File: src/hdl/cam_bridge_pkg.sv
`default_nettype none

package cam_bridge_pkg;

	////////////////////
	// Device command bus
	localparam int DEV_IDX_W  = 8;
	localparam int DEV_CMD_W  = 8;
	localparam int DEV_DATA_W = 32;

	// Index owned by the config block
	localparam logic [DEV_IDX_W-1:0] CFG_DEV_INDEX = 8'h00;

	// Commands under CFG_DEV_INDEX, code 2 unused
	typedef enum logic [DEV_CMD_W-1:0] {
		CMD_FLASH_EN = 8'h00,
		CMD_SRC_SEL  = 8'h01,
		CMD_PWM_DUTY = 8'h03
	} dev_cmd_e;

	////////////////////
	// Video path
	typedef enum logic {
		SRC_SENSOR  = 1'b0,
		SRC_PATTERN = 1'b1
	} vid_src_e;

	// 8 RAW8 pixels per beat
	localparam int PIX_W = 64;
	typedef logic [PIX_W-1:0] pixel_t;

	// Test pattern geometry, in beats and lines
	localparam int PAT_H_ACTIVE = 16;
	localparam int PAT_H_TOTAL  = 24;
	localparam int PAT_V_ACTIVE = 4;
	localparam int PAT_V_TOTAL  = 6;

	////////////////////
	// Backlight and LED
	localparam int PWM_DUTY_W  = 8;
	localparam int PWM_CNT_W   = 12;
	localparam int FRAME_CNT_W = 4;

endpackage

`default_nettype wire

File: src/hdl/backlight_pwm.sv
`timescale 1ns/100ps
`default_nettype none

module backlight_pwm (
	input  wire logic                                    w_csi_rx_clk_i,
	input  wire logic                                    w_sys_rstn_i,
	input  wire logic [cam_bridge_pkg::PWM_DUTY_W-1:0]   duty_i,
	output logic                                         pwm_o
);

	////////////////////
	// Period counter
	logic [cam_bridge_pkg::PWM_CNT_W-1:0] pwm_cnt;
	logic [cam_bridge_pkg::PWM_CNT_W-1:0] duty_ext;

	// Duty scaled to the counter, low nibble zero
	assign duty_ext = {duty_i, {(cam_bridge_pkg::PWM_CNT_W - cam_bridge_pkg::PWM_DUTY_W){1'b0}}};

	always_ff @(posedge w_csi_rx_clk_i or negedge w_sys_rstn_i) begin
		if (!w_sys_rstn_i) begin
			pwm_cnt <= '0;
			pwm_o   <= 1'b0;
		end else begin
			// Free running, 4096 cycle period
			pwm_cnt <= pwm_cnt + 1'b1;
			// High for duty*16 counts of each period
			pwm_o   <= (duty_ext > pwm_cnt);
		end
	end

	// Zero duty means backlight off
	a_duty0_dark: assert property (
		@(posedge w_csi_rx_clk_i) disable iff (!w_sys_rstn_i)
		$past(duty_i) == '0 |-> !pwm_o
	);

endmodule

`default_nettype wire

File: src/hdl/cam_bridge_top.sv
`timescale 1ns/100ps
`default_nettype none

module cam_bridge_top (
	input  wire logic                                    w_csi_rx_clk_i,
	input  wire logic                                    w_sys_rstn_i,

	// Device command bus
	input  wire logic                                    dev_wr_i,
	input  wire logic [cam_bridge_pkg::DEV_IDX_W-1:0]    dev_index_i,
	input  wire logic [cam_bridge_pkg::DEV_CMD_W-1:0]    dev_cmd_i,
	input  wire logic [cam_bridge_pkg::DEV_DATA_W-1:0]   dev_wdata_i,

	// Sensor pixel stream
	input  wire logic                                    sen_fv_i,
	input  wire logic                                    sen_lv_i,
	input  wire logic                                    sen_de_i,
	input  wire cam_bridge_pkg::pixel_t                  sen_data_i,

	// Flash SPI and sensor I2C masters
	input  wire logic                                    spi_ssn_i,
	input  wire logic                                    spi_sck_i,
	input  wire logic [3:0]                              spi_dat_o_i,
	input  wire logic [3:0]                              spi_dat_oe_i,
	input  wire logic                                    i2c_scl_i,
	input  wire logic                                    i2c_sda_i,
	input  wire logic                                    i2c_sda_oe_i,
	input  wire logic                                    pin_d1_i,

	output wire logic                                    vid_fv_o,
	output wire logic                                    vid_lv_o,
	output wire cam_bridge_pkg::pixel_t                  vid_data_o,
	output wire logic                                    pix_rstn_o,
	output wire logic                                    led_o,
	output wire logic                                    pwm_o,
	output wire logic                                    spi_cs_o,
	output wire logic                                    spi_sck_o,
	output wire logic                                    spi_sck_oe_o,
	output wire logic [3:0]                              pin_dat_o,
	output wire logic [3:0]                              pin_dat_oe_o,
	output wire logic                                    i2c_sda_in_o
);

	////////////////////
	// Settings from the register block
	wire logic                                   flash_en;
	wire cam_bridge_pkg::vid_src_e               src_sel;
	wire logic [cam_bridge_pkg::PWM_DUTY_W-1:0]  pwm_duty;

	cfg_regs u_cfg_regs (
		.w_csi_rx_clk_i (w_csi_rx_clk_i),
		.w_sys_rstn_i   (w_sys_rstn_i),
		.dev_wr_i       (dev_wr_i),
		.dev_index_i    (dev_index_i),
		.dev_cmd_i      (dev_cmd_i),
		.dev_wdata_i    (dev_wdata_i),
		.flash_en_o     (flash_en),
		.src_sel_o      (src_sel),
		.pwm_duty_o     (pwm_duty)
	);

	////////////////////
	// Video source and frame monitor
	video_source u_video_source (
		.w_csi_rx_clk_i (w_csi_rx_clk_i),
		.w_sys_rstn_i   (w_sys_rstn_i),
		.src_sel_i      (src_sel),
		.sen_fv_i       (sen_fv_i),
		.sen_lv_i       (sen_lv_i),
		.sen_de_i       (sen_de_i),
		.sen_data_i     (sen_data_i),
		.vid_fv_o       (vid_fv_o),
		.vid_lv_o       (vid_lv_o),
		.vid_data_o     (vid_data_o)
	);

	// Watches the selected stream, not the raw sensor
	frame_monitor u_frame_monitor (
		.w_csi_rx_clk_i (w_csi_rx_clk_i),
		.w_sys_rstn_i   (w_sys_rstn_i),
		.vid_fv_i       (vid_fv_o),
		.led_o          (led_o),
		.pix_rstn_o     (pix_rstn_o)
	);

	////////////////////
	// Backlight and pin sharing
	backlight_pwm u_backlight_pwm (
		.w_csi_rx_clk_i (w_csi_rx_clk_i),
		.w_sys_rstn_i   (w_sys_rstn_i),
		.duty_i         (pwm_duty),
		.pwm_o          (pwm_o)
	);

	flash_pin_share u_flash_pin_share (
		.flash_en_i     (flash_en),
		.spi_ssn_i      (spi_ssn_i),
		.spi_sck_i      (spi_sck_i),
		.spi_dat_o_i    (spi_dat_o_i),
		.spi_dat_oe_i   (spi_dat_oe_i),
		.i2c_scl_i      (i2c_scl_i),
		.i2c_sda_i      (i2c_sda_i),
		.i2c_sda_oe_i   (i2c_sda_oe_i),
		.pin_d1_i       (pin_d1_i),
		.spi_cs_o       (spi_cs_o),
		.spi_sck_o      (spi_sck_o),
		.spi_sck_oe_o   (spi_sck_oe_o),
		.pin_dat_o      (pin_dat_o),
		.pin_dat_oe_o   (pin_dat_oe_o),
		.i2c_sda_in_o   (i2c_sda_in_o)
	);

endmodule

`default_nettype wire

File: src/hdl/cfg_regs.sv
`timescale 1ns/100ps
`default_nettype none

module cfg_regs (
	input  wire logic                                    w_csi_rx_clk_i,
	input  wire logic                                    w_sys_rstn_i,

	// Write strobe with index, command and data
	input  wire logic                                    dev_wr_i,
	input  wire logic [cam_bridge_pkg::DEV_IDX_W-1:0]    dev_index_i,
	input  wire logic [cam_bridge_pkg::DEV_CMD_W-1:0]    dev_cmd_i,
	input  wire logic [cam_bridge_pkg::DEV_DATA_W-1:0]   dev_wdata_i,

	output logic                                         flash_en_o,
	output cam_bridge_pkg::vid_src_e                     src_sel_o,
	output logic [cam_bridge_pkg::PWM_DUTY_W-1:0]        pwm_duty_o
);

	////////////////////
	// Address match
	logic wr_hit;

	// Other device indices belong to other blocks on the bus
	assign wr_hit = dev_wr_i && (dev_index_i == cam_bridge_pkg::CFG_DEV_INDEX);

	////////////////////
	// Setting registers
	always_ff @(posedge w_csi_rx_clk_i or negedge w_sys_rstn_i) begin
		if (!w_sys_rstn_i) begin
			// Flash off, sensor stream, backlight dark
			flash_en_o <= 1'b0;
			src_sel_o  <= cam_bridge_pkg::SRC_SENSOR;
			pwm_duty_o <= '0;
		end else if (wr_hit) begin
			case (dev_cmd_i)
				// Bit 0 hands the config pins to the SPI master
				cam_bridge_pkg::CMD_FLASH_EN: begin
					flash_en_o <= dev_wdata_i[0];
				end
				// Bit 0 picks the video source
				cam_bridge_pkg::CMD_SRC_SEL: begin
					src_sel_o <= cam_bridge_pkg::vid_src_e'(dev_wdata_i[0]);
				end
				// Low byte is the backlight duty
				cam_bridge_pkg::CMD_PWM_DUTY: begin
					pwm_duty_o <= dev_wdata_i[cam_bridge_pkg::PWM_DUTY_W-1:0];
				end
				// Unknown command, write dropped
				default: begin
					flash_en_o <= flash_en_o;
				end
			endcase
		end
	end

	////////////////////
	// Checks

	// Strobe must be clean once out of reset
	a_wr_known: assert property (
		@(posedge w_csi_rx_clk_i) disable iff (!w_sys_rstn_i)
		!$isunknown(dev_wr_i)
	);

endmodule

`default_nettype wire

File: src/hdl/flash_pin_share.sv
`timescale 1ns/100ps
`default_nettype none

module flash_pin_share (
	input  wire logic        flash_en_i,

	// SPI master side
	input  wire logic        spi_ssn_i,
	input  wire logic        spi_sck_i,
	input  wire logic [3:0]  spi_dat_o_i,
	input  wire logic [3:0]  spi_dat_oe_i,

	// Sensor I2C master side
	input  wire logic        i2c_scl_i,
	input  wire logic        i2c_sda_i,
	input  wire logic        i2c_sda_oe_i,

	// Data line 1 pad input
	input  wire logic        pin_d1_i,

	output logic             spi_cs_o,
	output logic             spi_sck_o,
	output logic             spi_sck_oe_o,
	output logic [3:0]       pin_dat_o,
	output logic [3:0]       pin_dat_oe_o,
	output logic             i2c_sda_in_o
);

	////////////////////
	// Pin mux
	always_comb begin
		if (flash_en_i) begin
			// SPI master owns every pin
			spi_cs_o     = spi_ssn_i;
			spi_sck_o    = spi_sck_i;
			spi_sck_oe_o = 1'b1;
			pin_dat_o    = spi_dat_o_i;
			pin_dat_oe_o = spi_dat_oe_i;
			// I2C master sees an idle bus
			i2c_sda_in_o = 1'b1;
		end else begin
			// Flash deselected
			spi_cs_o     = 1'b1;
			// No second I2C bus on the clock pin
			spi_sck_o    = 1'b0;
			spi_sck_oe_o = 1'b0;
			// D3 HOLDn, D2 WPn held high, D1 SDA, D0 SCL
			pin_dat_o    = {1'b1, 1'b1, i2c_sda_i, i2c_scl_i};
			pin_dat_oe_o = {1'b1, 1'b1, i2c_sda_oe_i, 1'b1};
			i2c_sda_in_o = pin_d1_i;
		end
	end

endmodule

`default_nettype wire

File: src/hdl/frame_monitor.sv
`timescale 1ns/100ps
`default_nettype none

module frame_monitor (
	input  wire logic  w_csi_rx_clk_i,
	input  wire logic  w_sys_rstn_i,
	input  wire logic  vid_fv_i,
	output logic       led_o,
	output logic       pix_rstn_o
);

	////////////////////
	// Frame valid history
	logic [1:0] fv_hist;
	logic       fv_rise;
	logic       fv_fall;
	logic [cam_bridge_pkg::FRAME_CNT_W-1:0] frame_cnt;

	// Older sample in bit 1
	assign fv_rise = (fv_hist == 2'b01);
	assign fv_fall = (fv_hist == 2'b10);

	always_ff @(posedge w_csi_rx_clk_i or negedge w_sys_rstn_i) begin
		if (!w_sys_rstn_i) begin
			fv_hist    <= 2'b00;
			frame_cnt  <= '0;
			pix_rstn_o <= 1'b1;
		end else begin
			fv_hist <= {fv_hist[0], vid_fv_i};
			// Frame starts, wraps freely
			if (fv_rise)
				frame_cnt <= frame_cnt + 1'b1;
			// One-cycle pixel path reset at frame end
			pix_rstn_o <= !fv_fall;
		end
	end

	// LED toggles every 2^(W-1) frames
	assign led_o = frame_cnt[cam_bridge_pkg::FRAME_CNT_W-1];

	////////////////////
	// Checks

	// Reset pulse is a single cycle
	a_pix_rst_single: assert property (
		@(posedge w_csi_rx_clk_i) disable iff (!w_sys_rstn_i)
		!pix_rstn_o |=> pix_rstn_o
	);

endmodule

`default_nettype wire

File: src/hdl/video_source.sv
`timescale 1ns/100ps
`default_nettype none

module video_source (
	input  wire logic                       w_csi_rx_clk_i,
	input  wire logic                       w_sys_rstn_i,
	input  wire cam_bridge_pkg::vid_src_e   src_sel_i,

	// Sensor stream, data enable qualifies line valid
	input  wire logic                       sen_fv_i,
	input  wire logic                       sen_lv_i,
	input  wire logic                       sen_de_i,
	input  wire cam_bridge_pkg::pixel_t     sen_data_i,

	output logic                            vid_fv_o,
	output logic                            vid_lv_o,
	output cam_bridge_pkg::pixel_t          vid_data_o
);

	////////////////////
	// Pattern counters
	logic [$clog2(cam_bridge_pkg::PAT_H_TOTAL)-1:0]  h_cnt;
	logic [$clog2(cam_bridge_pkg::PAT_V_TOTAL)-1:0]  v_cnt;
	logic [$clog2(cam_bridge_pkg::PAT_H_ACTIVE)-1:0] beat_cnt;
	logic pat_on;
	logic pat_fv;
	logic pat_lv;

	assign pat_on = (src_sel_i == cam_bridge_pkg::SRC_PATTERN);

	// Line 0 is vsync, last line is vertical blank
	assign pat_fv = (v_cnt >= 1) && (v_cnt <= cam_bridge_pkg::PAT_V_ACTIVE);
	assign pat_lv = pat_fv && (h_cnt < cam_bridge_pkg::PAT_H_ACTIVE);

	always_ff @(posedge w_csi_rx_clk_i or negedge w_sys_rstn_i) begin
		if (!w_sys_rstn_i) begin
			h_cnt <= '0;
			v_cnt <= '0;
		end else if (!pat_on) begin
			// Parked at line 0 so a switch starts a fresh frame
			h_cnt <= '0;
			v_cnt <= '0;
		end else if (h_cnt == cam_bridge_pkg::PAT_H_TOTAL - 1) begin
			h_cnt <= '0;
			if (v_cnt == cam_bridge_pkg::PAT_V_TOTAL - 1)
				v_cnt <= '0;
			else
				v_cnt <= v_cnt + 1'b1;
		end else begin
			h_cnt <= h_cnt + 1'b1;
		end
	end

	// Beat index within the line, cleared in blanking
	always_ff @(posedge w_csi_rx_clk_i or negedge w_sys_rstn_i) begin
		if (!w_sys_rstn_i)
			beat_cnt <= '0;
		else if (pat_on && pat_lv)
			beat_cnt <= beat_cnt + 1'b1;
		else
			beat_cnt <= '0;
	end

	////////////////////
	// Output select, one register stage for both sources
	always_ff @(posedge w_csi_rx_clk_i or negedge w_sys_rstn_i) begin
		if (!w_sys_rstn_i) begin
			vid_fv_o <= 1'b0;
			vid_lv_o <= 1'b0;
		end else if (pat_on) begin
			vid_fv_o <= pat_fv;
			vid_lv_o <= pat_lv;
		end else begin
			vid_fv_o <= sen_fv_i;
			vid_lv_o <= sen_lv_i && sen_de_i;
		end
	end

	// Pixel payload
	always_ff @(posedge w_csi_rx_clk_i) begin
		if (pat_on)
			vid_data_o <= cam_bridge_pkg::pixel_t'(beat_cnt);
		else
			vid_data_o <= sen_data_i;
	end

	// Pattern lines only ever sit inside the frame
	a_pat_lv_in_fv: assert property (
		@(posedge w_csi_rx_clk_i) disable iff (!w_sys_rstn_i)
		vid_lv_o && $past(pat_on) |-> vid_fv_o
	);

endmodule

`default_nettype wire

File: config.mk
export PLATFORM = sky130hd
export DESIGN_NAME = cam_bridge_top
export DESIGN_NICKNAME = d
export VERILOG_FILES = /design/src/hdl/cam_bridge_pkg.sv /design/src/hdl/backlight_pwm.sv /design/src/hdl/cam_bridge_top.sv /design/src/hdl/cfg_regs.sv /design/src/hdl/flash_pin_share.sv /design/src/hdl/frame_monitor.sv /design/src/hdl/video_source.sv
export SDC_FILE = /design/constraint.sdc
export NUM_CORES = 1
export LEC_CHECK = 0
export BUFFER_PORTS_ARGS = -buffer_cell sky130_fd_sc_hd__buf_2
export CORE_MARGIN = 3
export CORE_UTILIZATION = 44
export DETAILED_ROUTE_END_ITERATION = 6
export PLACE_DENSITY = 0.88
export SLEW_MARGIN = 40
export SYNTH_ARGS = -nofsm -noshare
export SYNTH_HDL_FRONTEND = slang
export SYNTH_SLANG_ARGS = --single-unit
File: constraint.sdc
create_clock -name w_csi_rx_clk_i -period 2.01 [get_ports w_csi_rx_clk_i]
set_input_delay 0.402 -clock w_csi_rx_clk_i [delete_from_list [all_inputs] [get_ports w_csi_rx_clk_i]]
set_output_delay 0.402 -clock w_csi_rx_clk_i [all_outputs]
set_load 0.01 [all_outputs]
-- Word-level counts from Yosys, hierarchy flattened
Index checks and enable logic that the tools add are counted.
- add/subtract/negate cells: 5
- $lt $le $gt $ge: 4
- equal/unequal tests: 7
- mux-type cells: 15
- reduce and logical (&&, ||, !) cells: 11
- operators with widths (operator ; number):
    $logic_not A8 Y1 ; 2
    $mux W4 ; 4
    $add A12 B1 Y12 const B ; 1
    $gt A12 B12 Y1 ; 1
    $mux W5 ; 2
    $mux W3 ; 3
    $add A4 B1 Y4 const B ; 2
    $eq A8 B1 Y1 const B ; 1
    $eq A8 B2 Y1 const B ; 1
    $mux W1 ; 6
    $reduce_and A2 Y1 ; 3
    $add A5 B1 Y5 const B ; 1
    $eq A5 B5 Y1 const B ; 1
    $logic_and A1 B1 Y1 ; 5
    $lt A5 B5 Y1 const B ; 1
    $add A3 B1 Y3 const B ; 1
    $eq A3 B3 Y1 const B ; 1
    $ge A3 B1 Y1 const B ; 1
    $le A3 B3 Y1 const B ; 1
    $eq A2 B1 Y1 const B ; 1
    $eq A2 B2 Y1 const B ; 1
    $ne A2 B1 Y1 const B ; 1
    $logic_not A1 Y1 ; 1
- flip-flop bits (word level): 108
- bits of input ports: 132
- word-level logic and storage cells: 57

-- Logic depth before layout (Yosys ltp)
Gate-level depths: netlist of the first run.
- depth in word-level cells: 5
- gate-level depth with buffers: 6

-- Modules after synthesis
A second synthesis of the first run with hierarchy kept.
- cells, all modules: 323
- area, all modules: 3907.5 um^2
- by module, submodules not included (module ; instances ; cells each ; area each (um^2) ; seq. area each (um^2)):
    video_source ; 1 ; 191 ; 2366.0 ; 1631.6
    backlight_pwm ; 1 ; 71 ; 732.0 ; 325.3
    cfg_regs ; 1 ; 32 ; 442.9 ; 250.2
    frame_monitor ; 1 ; 16 ; 256.5 ; 176.4
    flash_pin_share ; 1 ; 13 ; 110.1 ; 0.0

-- Worst setup path before layout of the first run
No wires, ideal clock.
- path type: input -> register
- start point: input port dev_index_i[0] (netlist bit)
- end point: register u_cfg_regs.pwm_duty_o[0] (netlist bit)
- arrival time: 1.540 ns
- required time: 1.885 ns
- path slack: 0.345 ns
- cell stages on the path: 5
- buffers on the path: 1
- path through: nor4_4 nor4b_2 and4_1 buf_6 mux2_4
- longest elaborated chain between the ends: 3
- ends and longest elaborated chain (element ; line ; text):
    start, declared ; cam_bridge_top.sv:10 ; input wire logic [cam_bridge_pkg::DEV_IDX_W-1:0] dev_index_i,
    $logic_not A8 Y1 ; cfg_regs.sv:24 ; assign wr_hit = dev_wr_i && (dev_index_i == cam_bridge_pkg::CFG_DEV_INDEX);
    $logic_and A1 B1 Y1 ; cfg_regs.sv:24 ;
    $reduce_and A2 Y1 (no source line) ; - ;
    end signal, assigned ; cfg_regs.sv:46 ; pwm_duty_o <= dev_wdata_i[cam_bridge_pkg::PWM_DUTY_W-1:0];
    end, declared ; cfg_regs.sv:16 ; output logic [cam_bridge_pkg::PWM_DUTY_W-1:0] pwm_duty_o
Every way passes these cells.
A chain may end at the register's enable or synchronous reset.

-- Final worst setup path of the first run
- start point: register u_cfg_regs.flash_en_o
- end point: output port pin_dat_o[0]
- longest elaborated chain between the ends: 1
- ends and longest elaborated chain (element ; line ; text):
    start, declared ; cfg_regs.sv:14 ; output logic flash_en_o,
    start signal, assigned ; cfg_regs.sv:38 ; flash_en_o <= dev_wdata_i[0];
    start signal, assigned ; cfg_regs.sv:50 ; flash_en_o <= flash_en_o;
    $mux W4 ; flash_pin_share.sv:32 ; if (flash_en_i) begin
    end, declared ; cam_bridge_top.sv:39 ; output wire logic [3:0] pin_dat_o,
Every way passes these cells.

==> flow_summary.json, run 1 <==
{
  "status": "finished, final reports clean",
  "critPathLaunch": "u_cfg_regs.flash_en_o",
  "syn_area_sq_um": 3870,
  "cts_root_buf": "clkbuf_8",
  "antenna_cells": 0,
  "setup_viol": 0,
  "route.top_layer_used": "met4",
  "cts_max_level": 3,
  "multi_input_area_sq_um": 1393,
  "numCtsBuffers": 9,
  "clk_path_buf_depth": 2,
  "post_cts_buffers": 0,
  "synthTopCellsByArea": "dfxtp_1, dfrtp_1, nor2b_1, ha_1, mux2_2",
  "synth_seq_cells": 108,
  "timing.hold.ws_ps": 239.7,
  "synth_compound_area_share_pct": 1.584,
  "wl_met2_mm": 4.612,
  "core_region_area_sq_um": 8382,
  "synth_top_cell_by_area": "dfxtp_1",
  "tns_ps": 0,
  "cts_sinks": 108,
  "seq_area_frac_synth_pct": 61.59,
  "synth_cells": 315,
  "routed_wl_mm": 8.460,
  "place_congestion": 0.7633,
  "areaGrowthSynthToFinish_pct": 33.62,
  "met1_length_mm": 3.280,
  "synth.avg_cell_area_sq_um": 12.29,
  "drt-initial-drc-count": 51,
  "r2r-end": "u_video_source.v_cnt[2]",
  "ios": 213,
  "vdd_ir_drop_max_uv": 397.4,
  "vias_per_cell": 4.598,
  "p_per_area_nw_per_um2": 784.4,
  "antenna_left": 0,
  "grt_max_degree": 37,
  "wl_met3_um": 454,
  "synth.area.mux_share_pct": 6.305,
  "hp-class": "in -> reg",
  "gr-total-overflow": 0,
  "ys_top_cells_by_count": "dfxtp_1, nor2b_1, dfrtp_1, ha_1, xnor2_1",
  "firstDrtPassIters": 4,
  "vias": 2846,
  "synthXorXnorAreaFrac_pct": 4.300,
  "synth_simple_gate_area_share_pct": 19.59,
  "synth_fa_ha_area_share_pct": 4.203,
  "final.setup_skew_ps": 8.178,
  "p_leak_nw": 2.579,
  "max-slew-margin-rel_pct": 66.51,
  "track_usage_pct": 17.18,
  "layout-drive-gt1-share_pct": 45.53,
  "synth-main-ff-cell": "dfxtp_1",
  "grt_pass1_wl_mm": 13.57,
  "cts_tree": "done",
  "fin_crit_sh_pct": 92.25,
  "drv_slew": 0,
  "rr_startpoint": "u_video_source.h_cnt[0]",
  "die_h_um": 99.79,
  "drcViolationCount": 0,
  "finalNetCount": 654,
  "worst_pin_slew_ps": 502.3,
  "synthDominantCellAreaShare_pct": 33.11,
  "ff2ff_path_depth": 5,
  "arrival_ps": 1450,
  "synthArstFlopShare_pct": 40.74,
  "cp_max_fo": 13,
  "synth-edff-count": 0,
  "crit_path_end_kind": "output port",
  "clock_latency_ps": 360,
  "r2r_slack_ps": 250,
  "fmax_ghz": 0.5393,
  "synth_top_family_by_area": "simple AND/OR/NAND/NOR gates",
  "cap_violations": 0,
  "seq_area_sq_um": 2385,
  "cp-endpoint": "pin_dat_o[0]",
  "hold_viol": 0,
  "rsz0062_at_grt": "false",
  "die_x_um": 99.79,
  "worstSetupPathType": "reg -> out",
  "crit_required_ps": 1610,
  "ys_types": 34,
  "wl_per_cell_um": 13.67,
  "start_kind": "register",
  "ys_warn_count": 0,
  "period_needed_ps": 1854,
  "rows": 33,
  "yosysMostFrequentCell": "dfxtp_1",
  "port_buffers": 188,
  "antenna_found_initial": 0,
  "die-area_sq_um": 9957,
  "grt_pass1_vias": 2993,
  "synthesis.nets": 460,
  "fillers": 687,
  "dp_hpwl_mm": 6.694,
  "floorplan.initialDensity_pct": 46.17,
  "clk_pin_slew_ps": 110
}
[state kept, by name, summed over array words and instances (netlist names)]
name	cells
u_video_source.vid_lv_o	1
u_cfg_regs.src_sel_o	1
u_frame_monitor.fv_hist	2
u_backlight_pwm.pwm_cnt	12
u_cfg_regs.pwm_duty_o	8
u_cfg_regs.flash_en_o	1
u_frame_monitor.frame_cnt	4
u_video_source.v_cnt	3
u_video_source.vid_data_o	64
u_backlight_pwm.pwm_o	1
u_video_source.vid_fv_o	1
u_frame_monitor.pix_rstn_o	1
u_video_source.beat_cnt	4
u_video_source.h_cnt	5
[metal layers]
layer	vias to the layer above	GRT usage, %
li1	1408	-
met3	11	4.587
met4	0	6.513
met5	-	0
met2	85	30.94
met1	1342	19.33
[logic make-up after synthesis]
| logic type | count (synthesis) |
|---|---|
| compound gates | 10 |
| xor+xnor | 19 |
| fa+ha+maj | 13 |
| buf+inv | 23 |
| flops | 108 |
| mux | 19 |
| simple gates | 123 |
[worst max-delay path, stage by stage, from the launching register on]
cell and delay (ps):
dfrtp_1 580, mux2_2 380, buf_2 140
[cells in the final DEF, fill, tap and decap left out, types with 2 or more instances in the layout]
cell        n
nand4_1     5
mux2_4      8
mux2_2     11
a21oi_1     4
and2_1      4
buf_2     187
ha_1       13
clkbuf_8    9
dfrtp_1    42
clkinv_4    3
nand2_1    12
buf_4       5
nand4b_1    3
nand3_1     6
nor2_1      8
o21ai_0     2
xor2_1      6
inv_1      12
xnor2_1    13
nand2b_1    7
and4_1      3
dfxtp_1    64
nor4_1      3
inv_8       3
a21boi_1    2
or2_2       2
and3_1      3
nor2b_1    61
[how the worst min path moves through the flow]
stage | depth (start not counted) | slack [ps] | endpoint | start
2_1_floorplan | 0 | 110 | u_backlight_pwm.pwm_cnt[0] | w_sys_rstn_i
3_3_place_gp | 0 | 370 | u_frame_monitor.fv_hist[1] | u_frame_monitor.fv_hist[0]
3_5_place_dp | 0 | 370 | u_frame_monitor.fv_hist[1] | u_frame_monitor.fv_hist[0]
4_1_cts | 1 | 100 | u_cfg_regs.pwm_duty_o[5] | w_sys_rstn_i
5_1_grt | 2 | 220 | u_video_source.vid_data_o[56] | sen_data_i[56]
6_report | 2 | 240 | u_video_source.vid_data_o[27] | sen_data_i[27]
[cell type report]
cell class                 instances  area share, %
sequential                       108          46.12
multi-input combinational        184          26.93
timing repair buffer             194          19.40
tap                              105          2.541
clock buffer                       9          2.395
clock inverter                     7          1.742
inverter                          12         0.8710
[stage by stage]
stage | setup WS, ps | power, mW | util [%] | instance area [sq um] | std cells
final | 155.7 | 4.056 | 61.70 | 5171 | 619
after global routing | 32.46 | 4.239 | 61.70 | 5171 | 619
after CTS | 127.7 | 4.127 | 61.55 | 5159 | 618
after detailed placement | 69.63 | 2.745 | 58.99 | 4945 | 602
after global placement | 161.5 | 2.721 | 58.99 | 4945 | 602
after floorplan | 344.8 | 2.511 | - | 3870 | 315
[timing repair]
action / CTS / global route
hold buffers: 0 / 1
resized for setup: 0 / 0
endpoints found under the hold margin: 0 / 31
[power breakdown]
group	internal, mW	switching, mW
Clock	0.609	0.756
Sequential	2.27	0.0494
Combinational	0.211	0.163
Total	3.09	0.969
(Power assumes the default switching activity.)
==> run 2: changes to the inputs <==
--- a/config.mk
+++ b/config.mk
@@ -6,10 +6,9 @@
 export NUM_CORES = 1
 export LEC_CHECK = 0
 export BUFFER_PORTS_ARGS = -buffer_cell sky130_fd_sc_hd__buf_2
-export CORE_MARGIN = 3
-export CORE_UTILIZATION = 44
+export CORE_UTILIZATION = 29
 export DETAILED_ROUTE_END_ITERATION = 6
-export PLACE_DENSITY = 0.88
+export PLACE_DENSITY = 0.65
 export SLEW_MARGIN = 40
 export SYNTH_ARGS = -nofsm -noshare
 export SYNTH_HDL_FRONTEND = slang
==> run 2 against run 1 <==
Via count up 0.46%. Critical endpoint unchanged. Largest power group unchanged. Final cell count up 11%. Combinational power down 2%. Clock-buffer cell count unchanged. Routed wire length down 3.5%. Critical path type unchanged. Critical path depth unchanged.
==> flow_summary.json, run 2 (synthesis results as in run 1) <==
{
  "antenna_left": 0,
  "hp-class": "in -> async",
  "rsz0062_at_grt": "false",
  "largest_register_ffs": 64,
  "cts_sinks": 108,
  "dp_hpwl_mm": 6.321,
  "grt_pass1_wl_mm": 13.19,
  "floorplan.initialDensity_pct": 30.18,
  "die_x_um": 117.5,
  "post_dp_cell_area_sq_um": 5029,
  "antenna_cells": 0,
  "crit_buf_inv": 1,
  "p_clk_share_pct": 39.1,
  "p_per_area_nw_per_um2": 829.6,
  "cp.depth": 2,
  "worstSetupPathType": "reg -> out",
  "cts_tree": "done",
  "gr-total-overflow": 0,
  "rows": 41,
  "ctsResizeCount": 0,
  "post_cts_buffers": 0,
  "die_h_um": 117.5,
  "max-slew-margin-rel_pct": 67.56,
  "firstDrtPassIters": 4,
  "ff2ff_path_depth": 5,
  "cp_max_fo": 13,
  "cts_root_buf": "clkbuf_16",
  "p_seq_share_pct": 52.6,
  "final.setup_skew_ps": 4.018,
  "largestRegisters": "u_video_source.vid_data_o (64), u_backlight_pwm.pwm_cnt (12), u_cfg_regs.pwm_duty_o (8)",
  "final_common_cell": "buf_2",
  "vdd_ir_drop_max_uv": 746.4,
  "routed_wl_mm": 8.167,
  "crit_family": "flip-flops",
  "core_region_area_sq_um": 12820,
  "place_congestion": 0.7760,
  "vias_per_cell": 4.174,
  "regMostFlops": "u_video_source.vid_data_o",
  "path_cells": "mux2_2 > buf_2",
  "areaGrowthSynthToFinish_pct": 37.41,
  "drv_slew": 0,
  "layout-drive-gt1-share_pct": 45.61,
  "postCtsHoldBufs": 0,
  "cts_max_level": 3,
  "arrival_ps": 1430,
  "ios": 213,
  "drt-initial-drc-count": 75,
  "worst_pin_slew_ps": 486.7,
  "crit_path_end_kind": "output port",
  "comb_power_share_pct": 8.3,
  "crit_required_ps": 1610,
  "clk_pin_slew_ps": 70,
  "grt_pass1_vias": 2827,
  "sw_frac_of_total_pct": 24.01,
  "switchingPower_mw": 1.059,
  "p_leak_nw": 2.612,
  "hold_viol": 0,
  "cp_slowest_cell": "dfrtp_1",
  "finalNetCount": 653,
  "fmax_ghz": 0.5454,
  "die-area_sq_um": 13810,
  "fin_crit_sh_pct": 91.21,
  "numCtsBuffers": 9,
  "clock_latency_ps": 350,
  "tns_ps": 0,
  "vias": 2859,
  "cap_violations": 0,
  "period_needed_ps": 1833,
  "grt_max_degree": 32,
  "slowest_delay_ps": 570,
  "internal-power_mw": 3.352,
  "track_usage_pct": 12.13,
  "stdcell_area_sq_um": 5318,
  "wl_per_cell_um": 11.92,
  "status": "finished, final reports clean",
  "mostFrequentLayoutCells": "buf_2, dfxtp_1, nor2b_1",
  "antenna_found_initial": 0,
  "setup_viol": 0,
  "start_kind": "register",
  "drcViolationCount": 0,
  "port_buffers": 188,
  "clk_path_buf_depth": 2,
  "timing.final.ws_setup_ps": 176.6,
  "dp_slack_ps": 121.7
}
==> run 2: final cells by class <==
type                       count  area (sq um)
fill                        1242          7507
sequential                   108          2385
multi-input combinational    184          1393
timing repair buffer         193         991.0
clock buffer                   9         225.2
tap                          172         215.2
clock inverter                 7         63.81
inverter                      12         45.04
==> run 2: metal layers <==
layer / share of wire [%] / global-route usage [%] / wire [um]
met1: 40 / 12.97 / 3275
met2: 51 / 20.67 / 4198
met3: 6.6 / 5.281 / 536
met4: 1.9 / 5.449 / 157
met5: 0 / 0 / 0
==> run 2: final timing paths <==
kind / startpoint / to / slack (ps)
worst max-delay path: u_cfg_regs.flash_en_o / pin_dat_o[0] / 180
worst min-delay path: w_sys_rstn_i / u_cfg_regs.pwm_duty_o[5] / 60
worst max register to register: u_video_source.h_cnt[0] / u_video_source.v_cnt[2] / 310
worst min register to register: u_frame_monitor.fv_hist[0] / u_frame_monitor.fv_hist[1] / 390
max in group asynchronous: w_sys_rstn_i / u_video_source.beat_cnt[2] / 1410
min in group w_csi_rx_clk_i: sen_data_i[54] / u_video_source.vid_data_o[54] / 250
==> run 2: stage by stage <==
stage               total power, mW  cells  hold WS, ps  utilization [%]
floorplan                     2.511    315        106.4                -
global placement              2.724    669        371.5            39.21
detailed placement            2.741    669        375.3            39.21
CTS                           4.485    685        65.92            41.46
global route                  4.596    685        83.35            41.46
finish                        4.411    685        57.21            41.46
==> run 2: power by group through the flow <==
stage / registers (mW) / clock network [mW] / logic [mW]
2_1_floorplan: 2.40 / 0 / 0.108
3_3_place_gp: 2.36 / 0 / 0.364
3_5_place_dp: 2.37 / 0 / 0.375
4_1_cts: 2.32 / 1.79 / 0.376
5_1_grt: 2.33 / 1.86 / 0.402
6_report: 2.32 / 1.73 / 0.367
==> run 3: changes to the inputs <==
--- a/config.mk
+++ b/config.mk
@@ -5,10 +5,12 @@
 export SDC_FILE = /design/constraint.sdc
 export NUM_CORES = 1
 export LEC_CHECK = 0
+export ABC_AREA = 1
 export BUFFER_PORTS_ARGS = -buffer_cell sky130_fd_sc_hd__buf_2
 export CORE_UTILIZATION = 29
 export DETAILED_ROUTE_END_ITERATION = 6
-export PLACE_DENSITY = 0.65
+export GPL_ROUTABILITY_DRIVEN = 0
+export PLACE_DENSITY = 0.64
 export SLEW_MARGIN = 40
 export SYNTH_ARGS = -nofsm -noshare
 export SYNTH_HDL_FRONTEND = slang
==> run 3 against run 2 <==
Routed wire length up 6.9%. Area after synthesis up 6.8%. Maximum frequency up 1.5%. Power up 2.1%. Cell area up 5.8%. Synthesized cell count up 50%. Worst setup slack better by 28 ps. Flip-flop and latch count unchanged. Critical path depth up 1. Non-clock buffer count unchanged. Register-to-register slack better by 400 ps. Largest power group unchanged. Highest routed layer unchanged.
==> flow_summary.json, run 3 <==
{
  "largest_register_ffs": 64,
  "mostFrequentLayoutCells": "buf_2, nand2_1, nor2_1",
  "floorplan.initialDensity_pct": 29.76,
  "slowest_delay_ps": 450,
  "rsz0062_at_grt": "false",
  "layout-drive-gt1-share_pct": 36.31,
  "arrival_ps": 1400,
  "vdd_ir_drop_max_uv": 508.4,
  "cts_tree": "done",
  "worstSetupPathType": "reg -> out",
  "port_buffers": 188,
  "regMostFlops": "u_video_source.vid_data_o",
  "status": "finished, final reports clean",
  "die-area_sq_um": 14730,
  "cts_sinks": 108,
  "hold_viol": 0,
  "ys_top_cells_by_count": "nand2_1, nor2_1, inv_1, dfxtp_1, dfrtp_1",
  "routed_wl_mm": 8.727,
  "synth_top_family_by_area": "simple AND/OR/NAND/NOR gates",
  "synthDominantCellAreaShare_pct": 31.01,
  "synth_top_cell_by_area": "dfxtp_1",
  "synth-main-ff-cell": "dfxtp_1",
  "rows": 43,
  "synth-edff-count": 0,
  "hp-class": "in -> reg",
  "areaGrowthSynthToFinish_pct": 36.19,
  "min-delay-start": "sen_data_i[2]",
  "synth_compound_area_share_pct": 1.908,
  "max-slew-margin-rel_pct": 57.87,
  "instances_no_fill": 852,
  "ios": 213,
  "clock_latency_ps": 340,
  "rr_startpoint": "u_backlight_pwm.pwm_cnt[9]",
  "core_region_area_sq_um": 13880,
  "fin_crit_sh_pct": 89.82,
  "path_cells": "inv_1 > or2_2 > buf_2",
  "synth_fa_ha_area_share_pct": 3.937,
  "antenna_cells": 0,
  "synth.area.mux_share_pct": 0,
  "drt-initial-drc-count": 104,
  "synthesis.nets": 616,
  "track_usage_pct": 12.51,
  "dp.cells": 835,
  "crit_required_ps": 1610,
  "clk_path_buf_depth": 2,
  "synth.avg_cell_area_sq_um": 8.772,
  "vias_per_cell": 3.952,
  "die_x_um": 121.4,
  "die_h_um": 121.4,
  "grt_pass1_vias": 3219,
  "setup_viol": 0,
  "yosysMostFrequentCell": "nand2_1",
  "fmax_ghz": 0.5539,
  "seq_area_frac_synth_pct": 57.69,
  "finalNetCount": 812,
  "worst_pin_slew_ps": 632.0,
  "dp_slack_ps": 552.5,
  "antenna_left": 0,
  "wl_per_cell_um": 10.24,
  "p_total_mw": 4.505,
  "synth_cells": 471,
  "synth_simple_gate_area_share_pct": 24.98,
  "firstDrtPassIters": 4,
  "cap_violations": 0,
  "p_per_area_nw_per_um2": 800.6,
  "synthArstFlopShare_pct": 40.74,
  "start_kind": "register",
  "period_needed_ps": 1805,
  "synthTopCellsByArea": "dfxtp_1, dfrtp_1, nand2_1, nor2_1, inv_1",
  "cts_root_buf": "clkbuf_16",
  "largestRegisters": "u_video_source.vid_data_o (64), u_backlight_pwm.pwm_cnt (12), u_cfg_regs.pwm_duty_o (8)",
  "hold_end": "u_video_source.vid_data_o[2]",
  "clk_pin_slew_ps": 70,
  "ys_types": 30,
  "grt_pass1_wl_mm": 14.45,
  "ys_warn_count": 0,
  "drv_slew": 0,
  "final.setup_skew_ps": 6.050,
  "crit_path_end_kind": "output port",
  "post_cts_buffers": 0,
  "drcViolationCount": 0,
  "synth_seq_cells": 108,
  "dp_hpwl_mm": 6.785,
  "p_leak_nw": 3.176,
  "cts_max_level": 3,
  "cp_slowest_cell": "dfrtp_1",
  "gr-total-overflow": 0,
  "ff2ff_path_depth": 6,
  "timing.final.ws_setup_ps": 204.6,
  "numCtsBuffers": 9,
  "tns_ps": 0,
  "holdPathStages": 3,
  "r2r_slack_ps": 710,
  "vias": 3367,
  "cp_max_fo": 9,
  "synthXorXnorAreaFrac_pct": 2.332,
  "r2r-end": "u_backlight_pwm.pwm_o",
  "antenna_found_initial": 0,
  "syn_area_sq_um": 4131,
  "final_common_cell": "buf_2",
  "grt_max_degree": 33
}
[run 3: through the flow]
| step | area, sq um | util [%] | hold WS, ps |
|---|---|---|---|
| floorplan | 4131 | - | 106.4 |
| global placement | 5301 | 38.19 | 314.2 |
| global route | 5627 | 40.54 | 242.0 |
| CTS | 5627 | 40.54 | 229.3 |
| finish | 5627 | 40.54 | 246.7 |
| detailed placement | 5301 | 38.19 | 307.4 |
[run 3: cells by family after synthesis]
logic type      Yosys count
simple gates            227
xor+xnor                 11
buf+inv                  98
flops                   108
compound gates           14
fa+ha+maj                13
[run 3: timing repair]
| item | in CTS | in global routing |
|---|---|---|
| hold buffers | 1 | 0 |
| endpoints found under the hold margin | 12 | 0 |
| gates resized for setup | 0 | 0 |
[run 3: layout make-up]
cell class	count	area, sq um
fill	1456	8254
sequential	108	2385
multi-input combinational	265	1370
timing repair buffer	193	993.5
inverter	90	337.8
clock buffer	13	292.8
tap	180	225.2
clock inverter	3	22.52
[run 3: critical path: cells and delay by family, from the launching register on]
family                 cells  cell delay (ps)
buffers and inverters      2              310
and+or+nand+nor            1              300
DFF                        1              450
[run 3: worst max path at each step]
stage,endpoint,startpoint
finish,pin_dat_o[3],u_cfg_regs.flash_en_o
global route,pin_dat_o[3],u_cfg_regs.flash_en_o
CTS,pin_dat_o[3],u_cfg_regs.flash_en_o
detailed placement,pin_dat_o[3],u_cfg_regs.flash_en_o
global placement,pin_dat_oe_o[3],u_cfg_regs.flash_en_o
floorplan,pin_dat_o[2],u_cfg_regs.flash_en_o
[run 3: layer usage]
| metal | GRT usage (%) | routed length, um | vias up |
|---|---|---|---|
| met5 | 0 | 0 | - |
| met4 | 4.707 | 119 | 0 |
| met3 | 4.746 | 592 | 8 |
| met2 | 21.06 | 4420 | 79 |
| met1 | 14.27 | 3595 | 1487 |
| li1 | - | - | 1793 |
[run 3: power breakdown]
| group | leakage, nW | total, mW | switching, mW | internal [mW] |
|---|---|---|---|---|
| sequential | 1.12 | 2.32 | 0.0482 | 2.27 |
| clock | 0.157 | 1.81 | 0.774 | 1.03 |
| combinational | 1.90 | 0.382 | 0.190 | 0.193 |
